[src/rx_defs.svh]
/* receive chain parameters
   channel count, sample and timestamp widths, buffer depth, apb register map */

`ifndef RX_DEFS_SVH
`define RX_DEFS_SVH

//////////////////////////////
// datapath sizes
//////////////////////////////
`define RX_CHANNELS   2   // logical = physical channels
`define RX_SAMPLE_W   16  // bits per adc sample
`define RX_TSTAMP_W   16  // sample-count timestamp
`define RX_BUF_DEPTH  32  // entries, power of two

//////////////////////////////
// apb byte offsets
//////////////////////////////
`define RX_REG_CTRL     8'h00 // bit0 capture_en, bit1 clear
`define RX_REG_MUX      8'h04 // sel0 [1:0], sel1 [3:2]
`define RX_REG_THR0     8'h08
`define RX_REG_THR1     8'h0C
`define RX_REG_STATUS   8'h10 // count, overflow, empty
`define RX_REG_DATA_LO  8'h14 // head samples, no pop
`define RX_REG_DATA_HI  8'h18 // head mask/timestamp, pops

`endif

[src/rx_pkg.sv]
/* shared types of the receive chain
   samples, timestamps, buffer entries and the apb register map */

`include "rx_defs.svh"

package rx_pkg;

  typedef logic signed [`RX_SAMPLE_W-1:0] sample_t;  // one adc sample
  typedef logic [`RX_TSTAMP_W-1:0] tstamp_t;         // valid-sample counter
  typedef logic [1:0] mux_sel_t;                     // 0 raw0, 1 raw1, 2 diff0, 3 diff1
  typedef logic [`RX_CHANNELS-1:0] chan_mask_t;      // threshold crossed per channel
  typedef logic [$clog2(`RX_BUF_DEPTH)-1:0] buf_ptr_t;
  typedef logic [$clog2(`RX_BUF_DEPTH):0] buf_count_t; // 0..depth inclusive
  typedef logic [7:0] apb_addr_t;

  // buffer word, timestamp on top, 50 bits in all
  typedef struct packed {
    tstamp_t    tstamp;
    chan_mask_t mask;
    sample_t    sample1;
    sample_t    sample0;
  } entry_t;

  typedef enum logic [7:0] {
    REG_CTRL    = `RX_REG_CTRL,
    REG_MUX     = `RX_REG_MUX,
    REG_THR0    = `RX_REG_THR0,
    REG_THR1    = `RX_REG_THR1,
    REG_STATUS  = `RX_REG_STATUS,
    REG_DATA_LO = `RX_REG_DATA_LO,
    REG_DATA_HI = `RX_REG_DATA_HI
  } reg_addr_e;

endpackage

[src/rx_differentiator.sv]
/* first-difference stage
   per channel, current valid sample minus the previous one, raw passed alongside */

module rx_differentiator import rx_pkg::*; (
  input  logic    clk,
  input  logic    arst_n,
  input  sample_t adc_sample0,
  input  sample_t adc_sample1,
  input  logic    adc_valid,
  output sample_t raw0,
  output sample_t raw1,
  output sample_t diff0,
  output sample_t diff1,
  output logic    diff_valid
);

  sample_t prev0, prev1; // last valid sample per channel

  // history must start at 0 so the first difference is the sample itself
  always_ff @(posedge clk or negedge arst_n) begin
    if (!arst_n) begin
      prev0      <= '0;
      prev1      <= '0;
      diff_valid <= 1'b0;
    end else begin
      diff_valid <= adc_valid; // one cycle latency
      if (adc_valid) begin
        prev0 <= adc_sample0;
        prev1 <= adc_sample1;
      end
    end
  end

  // payload, qualified by diff_valid downstream
  always_ff @(posedge clk) begin
    if (adc_valid) begin
      raw0  <= adc_sample0;
      raw1  <= adc_sample1;
      diff0 <= adc_sample0 - prev0; // wraps in sample width
      diff1 <= adc_sample1 - prev1;
    end
  end

endmodule

[src/rx_channel_mux.sv]
/* channel mux
   builds two logical channels from raw and difference sources, registered */

module rx_channel_mux import rx_pkg::*; (
  input  logic     clk,
  input  logic     arst_n,
  input  sample_t  raw0,
  input  sample_t  raw1,
  input  sample_t  diff0,
  input  sample_t  diff1,
  input  logic     diff_valid,
  input  mux_sel_t mux_sel0,
  input  mux_sel_t mux_sel1,
  output sample_t  lch0,
  output sample_t  lch1,
  output logic     lch_valid
);

  sample_t pick0, pick1;

  // source index order matches the MUX register encoding
  function automatic sample_t pick_source(input mux_sel_t sel, input sample_t r0,
                                          input sample_t r1, input sample_t d0,
                                          input sample_t d1);
    sample_t s;
    case (sel)
      2'd0:    s = r0;
      2'd1:    s = r1;
      2'd2:    s = d0;
      default: s = d1;
    endcase
    return s;
  endfunction

  assign pick0 = pick_source(mux_sel0, raw0, raw1, diff0, diff1);
  assign pick1 = pick_source(mux_sel1, raw0, raw1, diff0, diff1);

  always_ff @(posedge clk or negedge arst_n) begin
    if (!arst_n) lch_valid <= 1'b0;
    else         lch_valid <= diff_valid; // second pipeline stage
  end

  always_ff @(posedge clk) begin
    lch0 <= pick0; // select applies from the cycle after the register write
    lch1 <= pick1;
  end

endmodule

[src/rx_discriminator.sv]
/* threshold discriminator
   keeps samples whose magnitude exceeds the channel threshold, tags them with a timestamp */

module rx_discriminator import rx_pkg::*; (
  input  logic    clk,
  input  logic    arst_n,
  input  sample_t lch0,
  input  sample_t lch1,
  input  logic    lch_valid,
  input  sample_t thr0,       // unsigned magnitude threshold
  input  sample_t thr1,
  input  logic    capture_en,
  output entry_t  wr_entry,
  output logic    wr_en
);

  localparam sample_t SMAX = {1'b0, {($bits(sample_t)-1){1'b1}}}; // largest positive

  tstamp_t    tstamp;  // valid samples seen during capture
  sample_t    mag0, mag1;
  chan_mask_t mask;

  // |s|, the most negative value has no positive twin so it clips to SMAX
  function automatic sample_t magnitude(input sample_t s);
    sample_t m;
    m = s[$bits(sample_t)-1] ? -s : s;
    if (m[$bits(sample_t)-1]) m = SMAX; // still negative only for the minimum
    return m;
  endfunction

  assign mag0    = magnitude(lch0);
  assign mag1    = magnitude(lch1);
  assign mask[0] = $unsigned(mag0) > $unsigned(thr0); // strictly greater
  assign mask[1] = $unsigned(mag1) > $unsigned(thr1);

  //////////////////////////////
  // timestamp and write strobe
  //////////////////////////////
  always_ff @(posedge clk or negedge arst_n) begin
    if (!arst_n) begin
      tstamp <= '0;
      wr_en  <= 1'b0;
    end else begin
      wr_en <= capture_en && lch_valid && (mask != '0);
      if (!capture_en)    tstamp <= '0;          // restart at 0 on next capture
      else if (lch_valid) tstamp <= tstamp + 1'b1; // kept or not, wraps
    end
  end

  // entry carries the count before this sample's increment
  always_ff @(posedge clk) begin
    if (lch_valid) begin
      wr_entry.tstamp  <= tstamp;
      wr_entry.mask    <= mask;
      wr_entry.sample1 <= lch1;
      wr_entry.sample0 <= lch0;
    end
  end

endmodule

[src/rx_sample_buffer.sv]
/* sample buffer
   circular FIFO of captured entries, drops on full with a sticky overflow flag */

`include "rx_defs.svh"

module rx_sample_buffer import rx_pkg::*; (
  input  logic       clk,
  input  logic       arst_n,
  input  logic       wr_en,
  input  entry_t     wr_entry,
  input  logic       rd_pop,
  input  logic       buf_clear,
  output entry_t     rd_entry,  // head, meaningful when count != 0
  output buf_count_t count,
  output logic       overflow
);

  entry_t   mem [`RX_BUF_DEPTH];
  buf_ptr_t wr_ptr, rd_ptr;     // wrap naturally, depth is a power of two
  logic     full, empty;
  logic     do_push, do_pop;

  assign full    = (count == buf_count_t'(`RX_BUF_DEPTH));
  assign empty   = (count == '0);
  assign do_push = wr_en && !full;  // full check ignores a same-cycle pop
  assign do_pop  = rd_pop && !empty;

  assign rd_entry = mem[rd_ptr];

  //////////////////////////////
  // pointers, count, overflow
  //////////////////////////////
  always_ff @(posedge clk or negedge arst_n) begin
    if (!arst_n) begin
      wr_ptr   <= '0;
      rd_ptr   <= '0;
      count    <= '0;
      overflow <= 1'b0;
    end else if (buf_clear) begin // clear wins over push and pop
      wr_ptr   <= '0;
      rd_ptr   <= '0;
      count    <= '0;
      overflow <= 1'b0;
    end else begin
      if (do_push) wr_ptr <= wr_ptr + 1'b1;
      if (do_pop)  rd_ptr <= rd_ptr + 1'b1;
      case ({do_push, do_pop})
        2'b10:   count <= count + 1'b1;
        2'b01:   count <= count - 1'b1;
        default: count <= count; // none, or push and pop together
      endcase
      if (wr_en && full) overflow <= 1'b1; // sticky until clear
    end
  end

  // storage
  always_ff @(posedge clk) begin
    if (do_push && !buf_clear) mem[wr_ptr] <= wr_entry;
  end

endmodule

[src/rx_apb_regs.sv]
/* apb register block
   configuration, status and pop-on-read readout of the sample buffer */

module rx_apb_regs import rx_pkg::*; (
  input  logic        clk,
  input  logic        arst_n,
  input  logic        psel,
  input  logic        penable,
  input  logic        pwrite,
  input  apb_addr_t   paddr,
  input  logic [31:0] pwdata,
  input  entry_t      rd_entry,
  input  buf_count_t  count,
  input  logic        overflow,
  output logic [31:0] prdata,
  output logic        pready,
  output logic        pslverr,
  output logic        capture_en,
  output logic        buf_clear,
  output mux_sel_t    mux_sel0,
  output mux_sel_t    mux_sel1,
  output sample_t     thr0,
  output sample_t     thr1,
  output logic        rd_pop
);

  reg_addr_e reg_addr;
  logic      access;   // access phase, completes this cycle
  logic      addr_hit;
  logic      empty;

  assign reg_addr = reg_addr_e'(paddr);
  assign access   = psel && penable;
  assign empty    = (count == '0);
  assign pready   = 1'b1; // no wait states

  //////////////////////////////
  // read mux and decode
  //////////////////////////////
  always_comb begin
    prdata   = '0;
    addr_hit = 1'b1;
    case (reg_addr)
      REG_CTRL:    prdata[0] = capture_en; // clear bit reads back 0
      REG_MUX:     prdata[3:0] = {mux_sel1, mux_sel0};
      REG_THR0:    prdata[15:0] = thr0;
      REG_THR1:    prdata[15:0] = thr1;
      REG_STATUS: begin
        prdata[$bits(buf_count_t)-1:0] = count;
        prdata[8] = overflow;
        prdata[9] = empty;
      end
      REG_DATA_LO: prdata = {rd_entry.sample1, rd_entry.sample0};
      REG_DATA_HI: prdata[17:0] = {rd_entry.mask, rd_entry.tstamp};
      default:     addr_hit = 1'b0;
    endcase
  end

  // error on unmapped offset, or reading an empty buffer's head
  assign pslverr = access && (!addr_hit || (!pwrite && reg_addr == REG_DATA_HI && empty));
  assign rd_pop  = access && !pwrite && reg_addr == REG_DATA_HI && !empty; // pops at cycle end

  //////////////////////////////
  // configuration writes
  //////////////////////////////
  always_ff @(posedge clk or negedge arst_n) begin
    if (!arst_n) begin
      capture_en <= 1'b0;
      buf_clear  <= 1'b0;
      mux_sel0   <= '0; // raw 0 on both logical channels
      mux_sel1   <= '0;
      thr0       <= '0;
      thr1       <= '0;
    end else begin
      buf_clear <= 1'b0; // single-cycle pulse
      if (access && pwrite) begin
        case (reg_addr)
          REG_CTRL: begin
            capture_en <= pwdata[0];
            buf_clear  <= pwdata[1];
          end
          REG_MUX: begin
            mux_sel0 <= pwdata[1:0];
            mux_sel1 <= pwdata[3:2];
          end
          REG_THR0: thr0 <= pwdata[15:0];
          REG_THR1: thr1 <= pwdata[15:0];
          default:  ; // status and data are read only
        endcase
      end
    end
  end

endmodule

[src/receive_top.sv]
/* receive chain top level
   adc samples through differentiator, mux and discriminator into the buffer, apb readout */

module receive_top import rx_pkg::*; (
  input  logic        clk,
  input  logic        arst_n,
  // adc side, no back-pressure
  input  sample_t     adc_sample0,
  input  sample_t     adc_sample1,
  input  logic        adc_valid,
  // apb slave
  input  logic        psel,
  input  logic        penable,
  input  logic        pwrite,
  input  apb_addr_t   paddr,
  input  logic [31:0] pwdata,
  output logic [31:0] prdata,
  output logic        pready,
  output logic        pslverr
);

  sample_t    raw0, raw1, diff0, diff1;
  logic       diff_valid;
  sample_t    lch0, lch1;          // logical channels
  logic       lch_valid;
  mux_sel_t   mux_sel0, mux_sel1;
  sample_t    thr0, thr1;
  logic       capture_en, buf_clear;
  entry_t     wr_entry, rd_entry;
  logic       wr_en, rd_pop;
  buf_count_t count;
  logic       overflow;

  //////////////////////////////
  // producer
  //////////////////////////////
  rx_differentiator differentiator_i (
    .clk, .arst_n, .adc_sample0, .adc_sample1, .adc_valid,
    .raw0, .raw1, .diff0, .diff1, .diff_valid
  );

  rx_channel_mux channel_mux_i (
    .clk, .arst_n, .raw0, .raw1, .diff0, .diff1, .diff_valid,
    .mux_sel0, .mux_sel1, .lch0, .lch1, .lch_valid
  );

  rx_discriminator discriminator_i (
    .clk, .arst_n, .lch0, .lch1, .lch_valid, .thr0, .thr1, .capture_en,
    .wr_entry, .wr_en
  );

  // buffer
  rx_sample_buffer sample_buffer_i (
    .clk, .arst_n, .wr_en, .wr_entry, .rd_pop, .buf_clear,
    .rd_entry, .count, .overflow
  );

  // consumer
  rx_apb_regs apb_regs_i (
    .clk, .arst_n, .psel, .penable, .pwrite, .paddr, .pwdata,
    .rd_entry, .count, .overflow,
    .prdata, .pready, .pslverr, .capture_en, .buf_clear,
    .mux_sel0, .mux_sel1, .thr0, .thr1, .rd_pop
  );

endmodule

[config.mk]
export PLATFORM = sky130hd
export DESIGN_NAME = receive_top
export DESIGN_NICKNAME = d
export VERILOG_FILES = /design/src/rx_pkg.sv /design/src/rx_differentiator.sv /design/src/rx_channel_mux.sv /design/src/rx_discriminator.sv /design/src/rx_sample_buffer.sv /design/src/rx_apb_regs.sv /design/src/receive_top.sv
export VERILOG_INCLUDE_DIRS = /design/src /design/src/src
export SDC_FILE = /design/constraint.sdc
export NUM_CORES = 2
export LEC_CHECK = 0
export BUFFER_PORTS_ARGS = -buffer_cell sky130_fd_sc_hd__buf_2
export CAP_MARGIN = 20
export CORE_MARGIN = 2
export CORE_UTILIZATION = 35
export CTS_CLUSTER_DIAMETER = 50
export CTS_CLUSTER_SIZE = 8
export DETAILED_ROUTE_END_ITERATION = 7
export GPL_ROUTABILITY_DRIVEN = 0
export SLEW_MARGIN = 15
export SYNTH_ARGS = -nofsm -noshare
export SYNTH_HDL_FRONTEND = slang
export SYNTH_SLANG_ARGS = --single-unit
export TNS_END_PERCENT = 30
[constraint.sdc]
create_clock -name clk -period 6.3 [get_ports clk]
set_clock_uncertainty 0.05 [all_clocks]
set_input_delay 0 -clock clk [delete_from_list [all_inputs] [get_ports clk]]
set_output_delay 0 -clock clk [all_outputs]
set_load 0.1 [all_outputs]
Word-level counts from Yosys, hierarchy flattened
Memories as Yosys holds them, arrays and structs flattened.
Cells that the tools add are included.
{"block": "totals", "wordCells": 115, "out_inout_bits": 34, "inputBits": 78, "reg_bits": 252, "ramBits": 1600, "mem_count": 1}
{"block": "op_classes", "muxes": 29, "n_reduce_logical": 34, "eq_ne": 14, "add_sub_neg": 9, "order_cmp": 2}
{"name": "sample_buffer_i.mem", "words": 32, "word_bits": 50, "rd": 1, "rd_clocked_by_memory_dff": 0, "wr": 1, "line": "rx_sample_buffer.sv:18", "source": "entry_t mem [`RX_BUF_DEPTH];"}
{"op": "one-hot mux 16 bit (3 select lines)", "count": 2}
{"op": "two-way mux 16 bit", "count": 4}
{"op": "> comparator 15 x 16 -> 1 bit", "count": 2}
{"op": "negator 16 bit", "count": 2}
{"op": "subtractor 16 bit", "count": 2}
{"op": "two-way mux 15 bit", "count": 2}
{"op": "equality test 8 x 5 -> 1 bit (second input constant)", "count": 3}
{"op": "one-hot mux 6 bit (4 select lines)", "count": 1}
{"op": "two-way mux 5 bit", "count": 4}
{"op": "one-hot mux 2 bit (5 select lines)", "count": 2}
{"op": "one-hot mux 3 bit (6 select lines)", "count": 1}
{"op": "adder 16 x 1 -> 16 bit (second input constant)", "count": 1}
{"op": "equality test 8 x 4 -> 1 bit (second input constant)", "count": 2}
{"op": "logical AND 1 bit", "count": 14}
{"op": "two-way mux 14 bit", "count": 1}
{"op": "one-hot mux 6 bit (2 select lines)", "count": 1}
{"op": "adder 5 x 1 -> 5 bit (second input constant)", "count": 2}
{"op": "equality test 8 x 3 -> 1 bit (second input constant)", "count": 1}
{"op": "zero test 8 bit", "count": 1}
{"op": "one-hot mux 2 bit (4 select lines)", "count": 1}
{"op": "AND reduction 2 bit", "count": 4}
{"op": "nonzero test 2 bit", "count": 4}
{"op": "two-way mux 1 bit", "count": 7}
{"op": "one-hot mux 1 bit (7 select lines)", "count": 1}
{"op": "14 further kinds", "count": 23}

Longest topological paths before layout
{"block": "logic_depth", "word_depth": 8, "mapped_depth": 14}

Cells and area by module
Synthesis repeated with hierarchy kept, for this count alone.
{"block": "unflattened", "hier_cells": 3520, "area_unflattened_um2": 74224.9}
{"mod": "rx_sample_buffer", "area_each_um2": 61783.0, "n_inst": 1, "seq_area_each_um2": 48471.5, "cells_each": 2454}
{"mod": "rx_differentiator", "area_each_um2": 4725.8, "n_inst": 1, "seq_area_each_um2": 2747.6, "cells_each": 412}
{"mod": "rx_discriminator", "area_each_um2": 3868.7, "n_inst": 1, "seq_area_each_um2": 1926.8, "cells_each": 366}
{"mod": "rx_apb_regs", "area_each_um2": 2333.5, "n_inst": 1, "seq_area_each_um2": 950.9, "cells_each": 215}
{"mod": "rx_channel_mux", "area_each_um2": 1514.0, "n_inst": 1, "seq_area_each_um2": 665.6, "cells_each": 73}

Least setup slack after synthesis
No wires, ideal clock.
{"block": "synth_timing", "path_type": "register to register", "start": "register sample_buffer_i.count[0]", "end": "memory sample_buffer_i.mem[31][0] in the netlist's numbering, enable pin", "path_buffers": 0, "required_time_ns": 5.792, "slack_ns": 2.237, "stages_incl_launch_ff": 8, "setup_time_ns": 0.458, "arrival_time_ns": 3.555, "path_cell_list": "dfrtp_1 or4_1 nor2_1 a21boi_1 inv_1 nor2_1 nand2_1 nor2_1"}
{"block": "synth_via", "elab_chain_len": 6}
{"element": "start: declaration", "line": "rx_sample_buffer.sv:14", "source": "output buf_count_t count,"}
{"element": "start signal: assignment", "line": "rx_sample_buffer.sv:48", "source": "2'b10: count <= count + 1'b1;"}
{"element": "start signal: assignment", "line": "rx_sample_buffer.sv:49", "source": "2'b01: count <= count - 1'b1;"}
{"element": "start signal: assignment", "line": "rx_sample_buffer.sv:50", "source": "default: count <= count;"}
{"element": "equality test 6 bit", "line": "rx_sample_buffer.sv:23", "source": "assign full = (count == buf_count_t'(`RX_BUF_DEPTH));"}
{"element": "zero test 1 bit", "line": "rx_sample_buffer.sv:25", "source": "assign do_push = wr_en && !full;"}
{"element": "logical AND 1 bit", "line": "rx_sample_buffer.sv:25"}
{"element": "logical AND 1 bit", "line": "rx_sample_buffer.sv:58", "source": "if (do_push && !buf_clear) mem[wr_ptr] <= wr_entry;"}
{"element": "two-way mux 1 bit", "line": "rx_sample_buffer.sv:58"}
{"element": "two-way mux 1 bit (implied by the code)", "line": "rx_sample_buffer.sv:58"}
{"element": "end: declaration", "line": "rx_sample_buffer.sv:18"}
Every way passes these cells.

Worst setup path after layout
{"block": "layout_timing", "start": "register sample_buffer_i.rd_ptr[2]", "end": "output prdata[3]"}
{"block": "layout_via", "elab_chain_len": 2}
{"element": "start: declaration", "line": "rx_sample_buffer.sv:19", "source": "buf_ptr_t wr_ptr, rd_ptr;"}
{"element": "start signal: assignment", "line": "rx_sample_buffer.sv:46", "source": "if (do_pop) rd_ptr <= rd_ptr + 1'b1;"}
{"element": "memory read (32 x 50 bit)"}
{"element": "one-hot mux 3 bit (6 select lines)", "line": "rx_apb_regs.sv:43", "source": "case (reg_addr)"}
{"element": "end: declaration", "line": "receive_top.sv:17", "source": "output logic [31:0] prdata,"}
Every way passes these cells.

==> flow_summary.toml <==
[synthesis]
synth_top_family_by_area = "multiplexers"
ys_top_cells_by_count = "1714 x edfxtp_1, 417 x mux4_2, 167 x mux2i_1"
synth_most_common_cell = "edfxtp_1"
netlist_area_um2 = 73720
synth_seq_area_share_pct = 74.28
yosysTopAreaCell = "edfxtp_1"
synthDistinctLibCells = 72
synth_fp_nets = 3847
async_flop_share_pct = 5.724
yosys.area.top_type_share_pct = 69.82
avgSynthCellArea_um2 = 19.96
post_synth_fa_ha_maj_area_fraction_pct = 1.320
synth_edf_count = 1714
dominantRegCellSynth = "edfxtp_1"
yosysWarnings = 0
synth_seq_cells = 1852
synth.area.top_cells = "edfxtp_1 70%, mux4_2 13%, dfrtp_1 3.6%, mux2i_1 2.3%, ha_1 1.2%"
synth-simple-area-share_pct = 2.705
synth_compound_area_share_pct = 3.371
synthXorXnorAreaFrac_pct = 0.8791
yosys-mux-area-fraction_pct = 15.69
synth_cells = 3693

[final_layout]
final_layout_size_suffix_gt1_share_pct = 24.32
nNetsFinal = 4269
area.growth.synth_to_final_pct = 18.40
final_util_pct = 41.65
fillers = 18290
stdcell_area_um2 = 87290

[placed_design]
post-place-ws_ns = 2.067
place_hpwl_um = 104600
dpl_cell_area_um2 = 77980
io_buffers = 94

[floorplan]
dieHeight_um = 463.0
placementRows = 168
core_area_um2 = 209600
pin_count = 112
dieArea_um2 = 214300
initial_utilization_pct = 35.18
die_w_um = 463.0

[grt]
grt_first_pass_wirelength_um = 278000
antenna_found_initial = 18
grt-ovfl-total = 0
grt_pass1_vias = 39259
grt_max_degree = 142
track_usage_pct = 17.82

[setup_path]
start_kind = "flip-flop"
worst_ep_required_time_ns = 6.25
slowest_stage = "dfrtp_4"
rrSetupSlack_ns = 2.21
end_kind = "output pin"
worstPathMaxFanout = 35
worst_path_most_repeated_cell = "a211oi_1"
cp_data_arrival_time_ns = 4.97
crit_chain = "buf_4 > mux4_2 > a22o_1 > a2111oi_0 > a211oi_1 > a211oi_1 > o21ai_1 > buf_2"
crit_family = "compound AO/OA/AOI/OAI gates"
critPathBufInv = 2
critPathMaxStageDelay_ns = 0.77
path_class = "reg -> out"

[clock_tree]
cts_max_level = 5
post_cts_buffers = 0
clkSinkCount = 1852
clock_latency_ns = 0.91
cts_tree = "yes"
cts_resized = 0
cts_made_buffers = 290
cts_hold_buf = 127
cts-root-buf = "clkbuf_16"
clk_path_buf_depth = 4
clk_pin_slew_worst_paths_ns = 0.05

[route]
antenna_left = 0
wl_um = 194300
dr.pass1.iters = 6
drt_iter0_markers = 4233
drc = 0
num_vias = 38568
avgRoutedWirePerCell_um = 27.78
routed_via_density = 5.514

[pwr]
p_seq_share_pct = 49.0
swShare_pct = 19.94
internal_power_uw = 22410
p_clk_share_pct = 48.3
p_leak_uw = 0.02836
power_density_nw_per_um2 = 320.6
pwr-share-comb_pct = 2.7
vdd_ir_drop_max_v = 0.0002116
power.switching_uw = 5580

[timing]
holdWs_ns = 0.1105
tightest_slew_ns = 1.168
fin_crit_ns = 5.024
finalCritPeriodShare_pct = 79.75
drv_slew = 0
maxSlewHeadroom_pct = 22.15
setup-violations-final = 0
timing.final.ws_setup_ns = 1.276
max_freq_mhz = 199.0
rsz0062_at_grt = "false"
hold_viol_final = 0
fin_setup_tns_ns = 0

[worst_hold_path]
min_path_type = "in -> reg"

[run]
cap_viol_max_count = 0

[run_status]
status = "finished, final reports clean"
-- placed cells by master, fill, tap and decap left out, types with 15 or more instances in the layout --
master,instances
a211oi_1,26
a21o_1,15
a21oi_1,90
a22oi_1,34
and2_1,20
buf_12,23
buf_2,92
buf_4,63
clkbuf_1,43
clkbuf_16,299
dfrtp_1,100
dfxtp_1,32
dlygate4sd3_1,126
edfxtp_1,1714
ha_1,73
inv_1,81
mux2_2,35
mux2i_1,167
mux4_2,417
nand2_1,133
nand3_1,41
nand4_1,16
nor2_1,67
nor2_4,33
nor2b_1,18
nor3_1,15
o21ai_0,71
o221ai_1,24
o22ai_1,33
xnor2_1,38
xor2_1,36
-- sequential cells by signal, summed over array words and instances, names as in the netlist, 2 cells and up --
signal and flops:
differentiator_i.prev0 16, apb_regs_i.mux_sel0 2, channel_mux_i.lch1 16, differentiator_i.diff0 16, discriminator_i.tstamp 16, apb_regs_i.thr0 16, discriminator_i.wr_entry 50, apb_regs_i.mux_sel1 2
differentiator_i.raw1 16, differentiator_i.prev1 16, differentiator_i.diff1 16, differentiator_i.raw0 16, sample_buffer_i.wr_ptr 5, channel_mux_i.lch0 16, sample_buffer_i.mem 1600, sample_buffer_i.count 6
apb_regs_i.thr1 16, sample_buffer_i.rd_ptr 5
-- routing by layer --
layer / wire (µm) / global-route usage [%] / vias up
met5: 156 / 0 / -
li1: - / - / 15935
met2: 90890 / 27.84 / 1714
met1: 81880 / 25.13 / 20530
met3: 16530 / 3.898 / 367
met4: 4859 / 5.026 / 22
-- power by group through the flow --
stage	clock network (µW)	logic, µW	registers (µW)
global route	14300	831	13700
floorplan	0	496	13800
global placement	0	662	13900
CTS	13700	737	13700
finish	13500	750	13700
detailed placement	0	673	13900
-- worst reg2reg max path: cells and delay by family, from the launching register on --
kind                   cells  cell delay (ns)
AOI/OAI and AO/OA          1             0.48
buffers and inverters      2             1.09
DFF                        1             0.48
and+or+nand+nor            5             1.48
-- final timing paths --
kind	startpoint	to	cells past startpoint
setup / recovery	sample_buffer_i.rd_ptr[2]	prdata[3]	8
hold / removal	paddr[7]	sample_buffer_i.rd_ptr[0]	7
setup reg to reg	sample_buffer_i.count[1]	sample_buffer_i.mem[5][49]	8
hold reg to reg	differentiator_i.diff_valid	channel_mux_i.lch_valid	0
max in group asynchronous	arst_n	channel_mux_i.lch_valid	4
min in group asynchronous	arst_n	apb_regs_i.thr1[14]	4
-- per-stage QoR --
stage	instances	power, µW
global placement	6490	14590
finish	6995	27990
global route	6993	28800
floorplan	3693	14340
detailed placement	6493	14620
CTS	6983	28200
-- kinds of logic after synthesis --
logic type | count (synthesis)
fa+ha+maj | 76
compound gates | 386
mux | 629
xor+xnor | 74
buf+inv | 266
other cells | 1
simple gates | 409
flops | 1852
-- final cells by class --
class,count,area [µm²],share of cell area (%)
Inverter,81,304.0,0.3483
Sequential cell,1852,54780,62.76
Clock inverter,22,250.2,0.2867
Tap cell,2805,3510,4.021
Timing Repair Buffer,315,2868,3.285
Clock buffer,341,7619,8.728
Antenna cell,4,10.01,0.01147
Multi-Input combinational cell,1575,17950,20.56
Note: power is estimated with default switching activity, not from simulation.
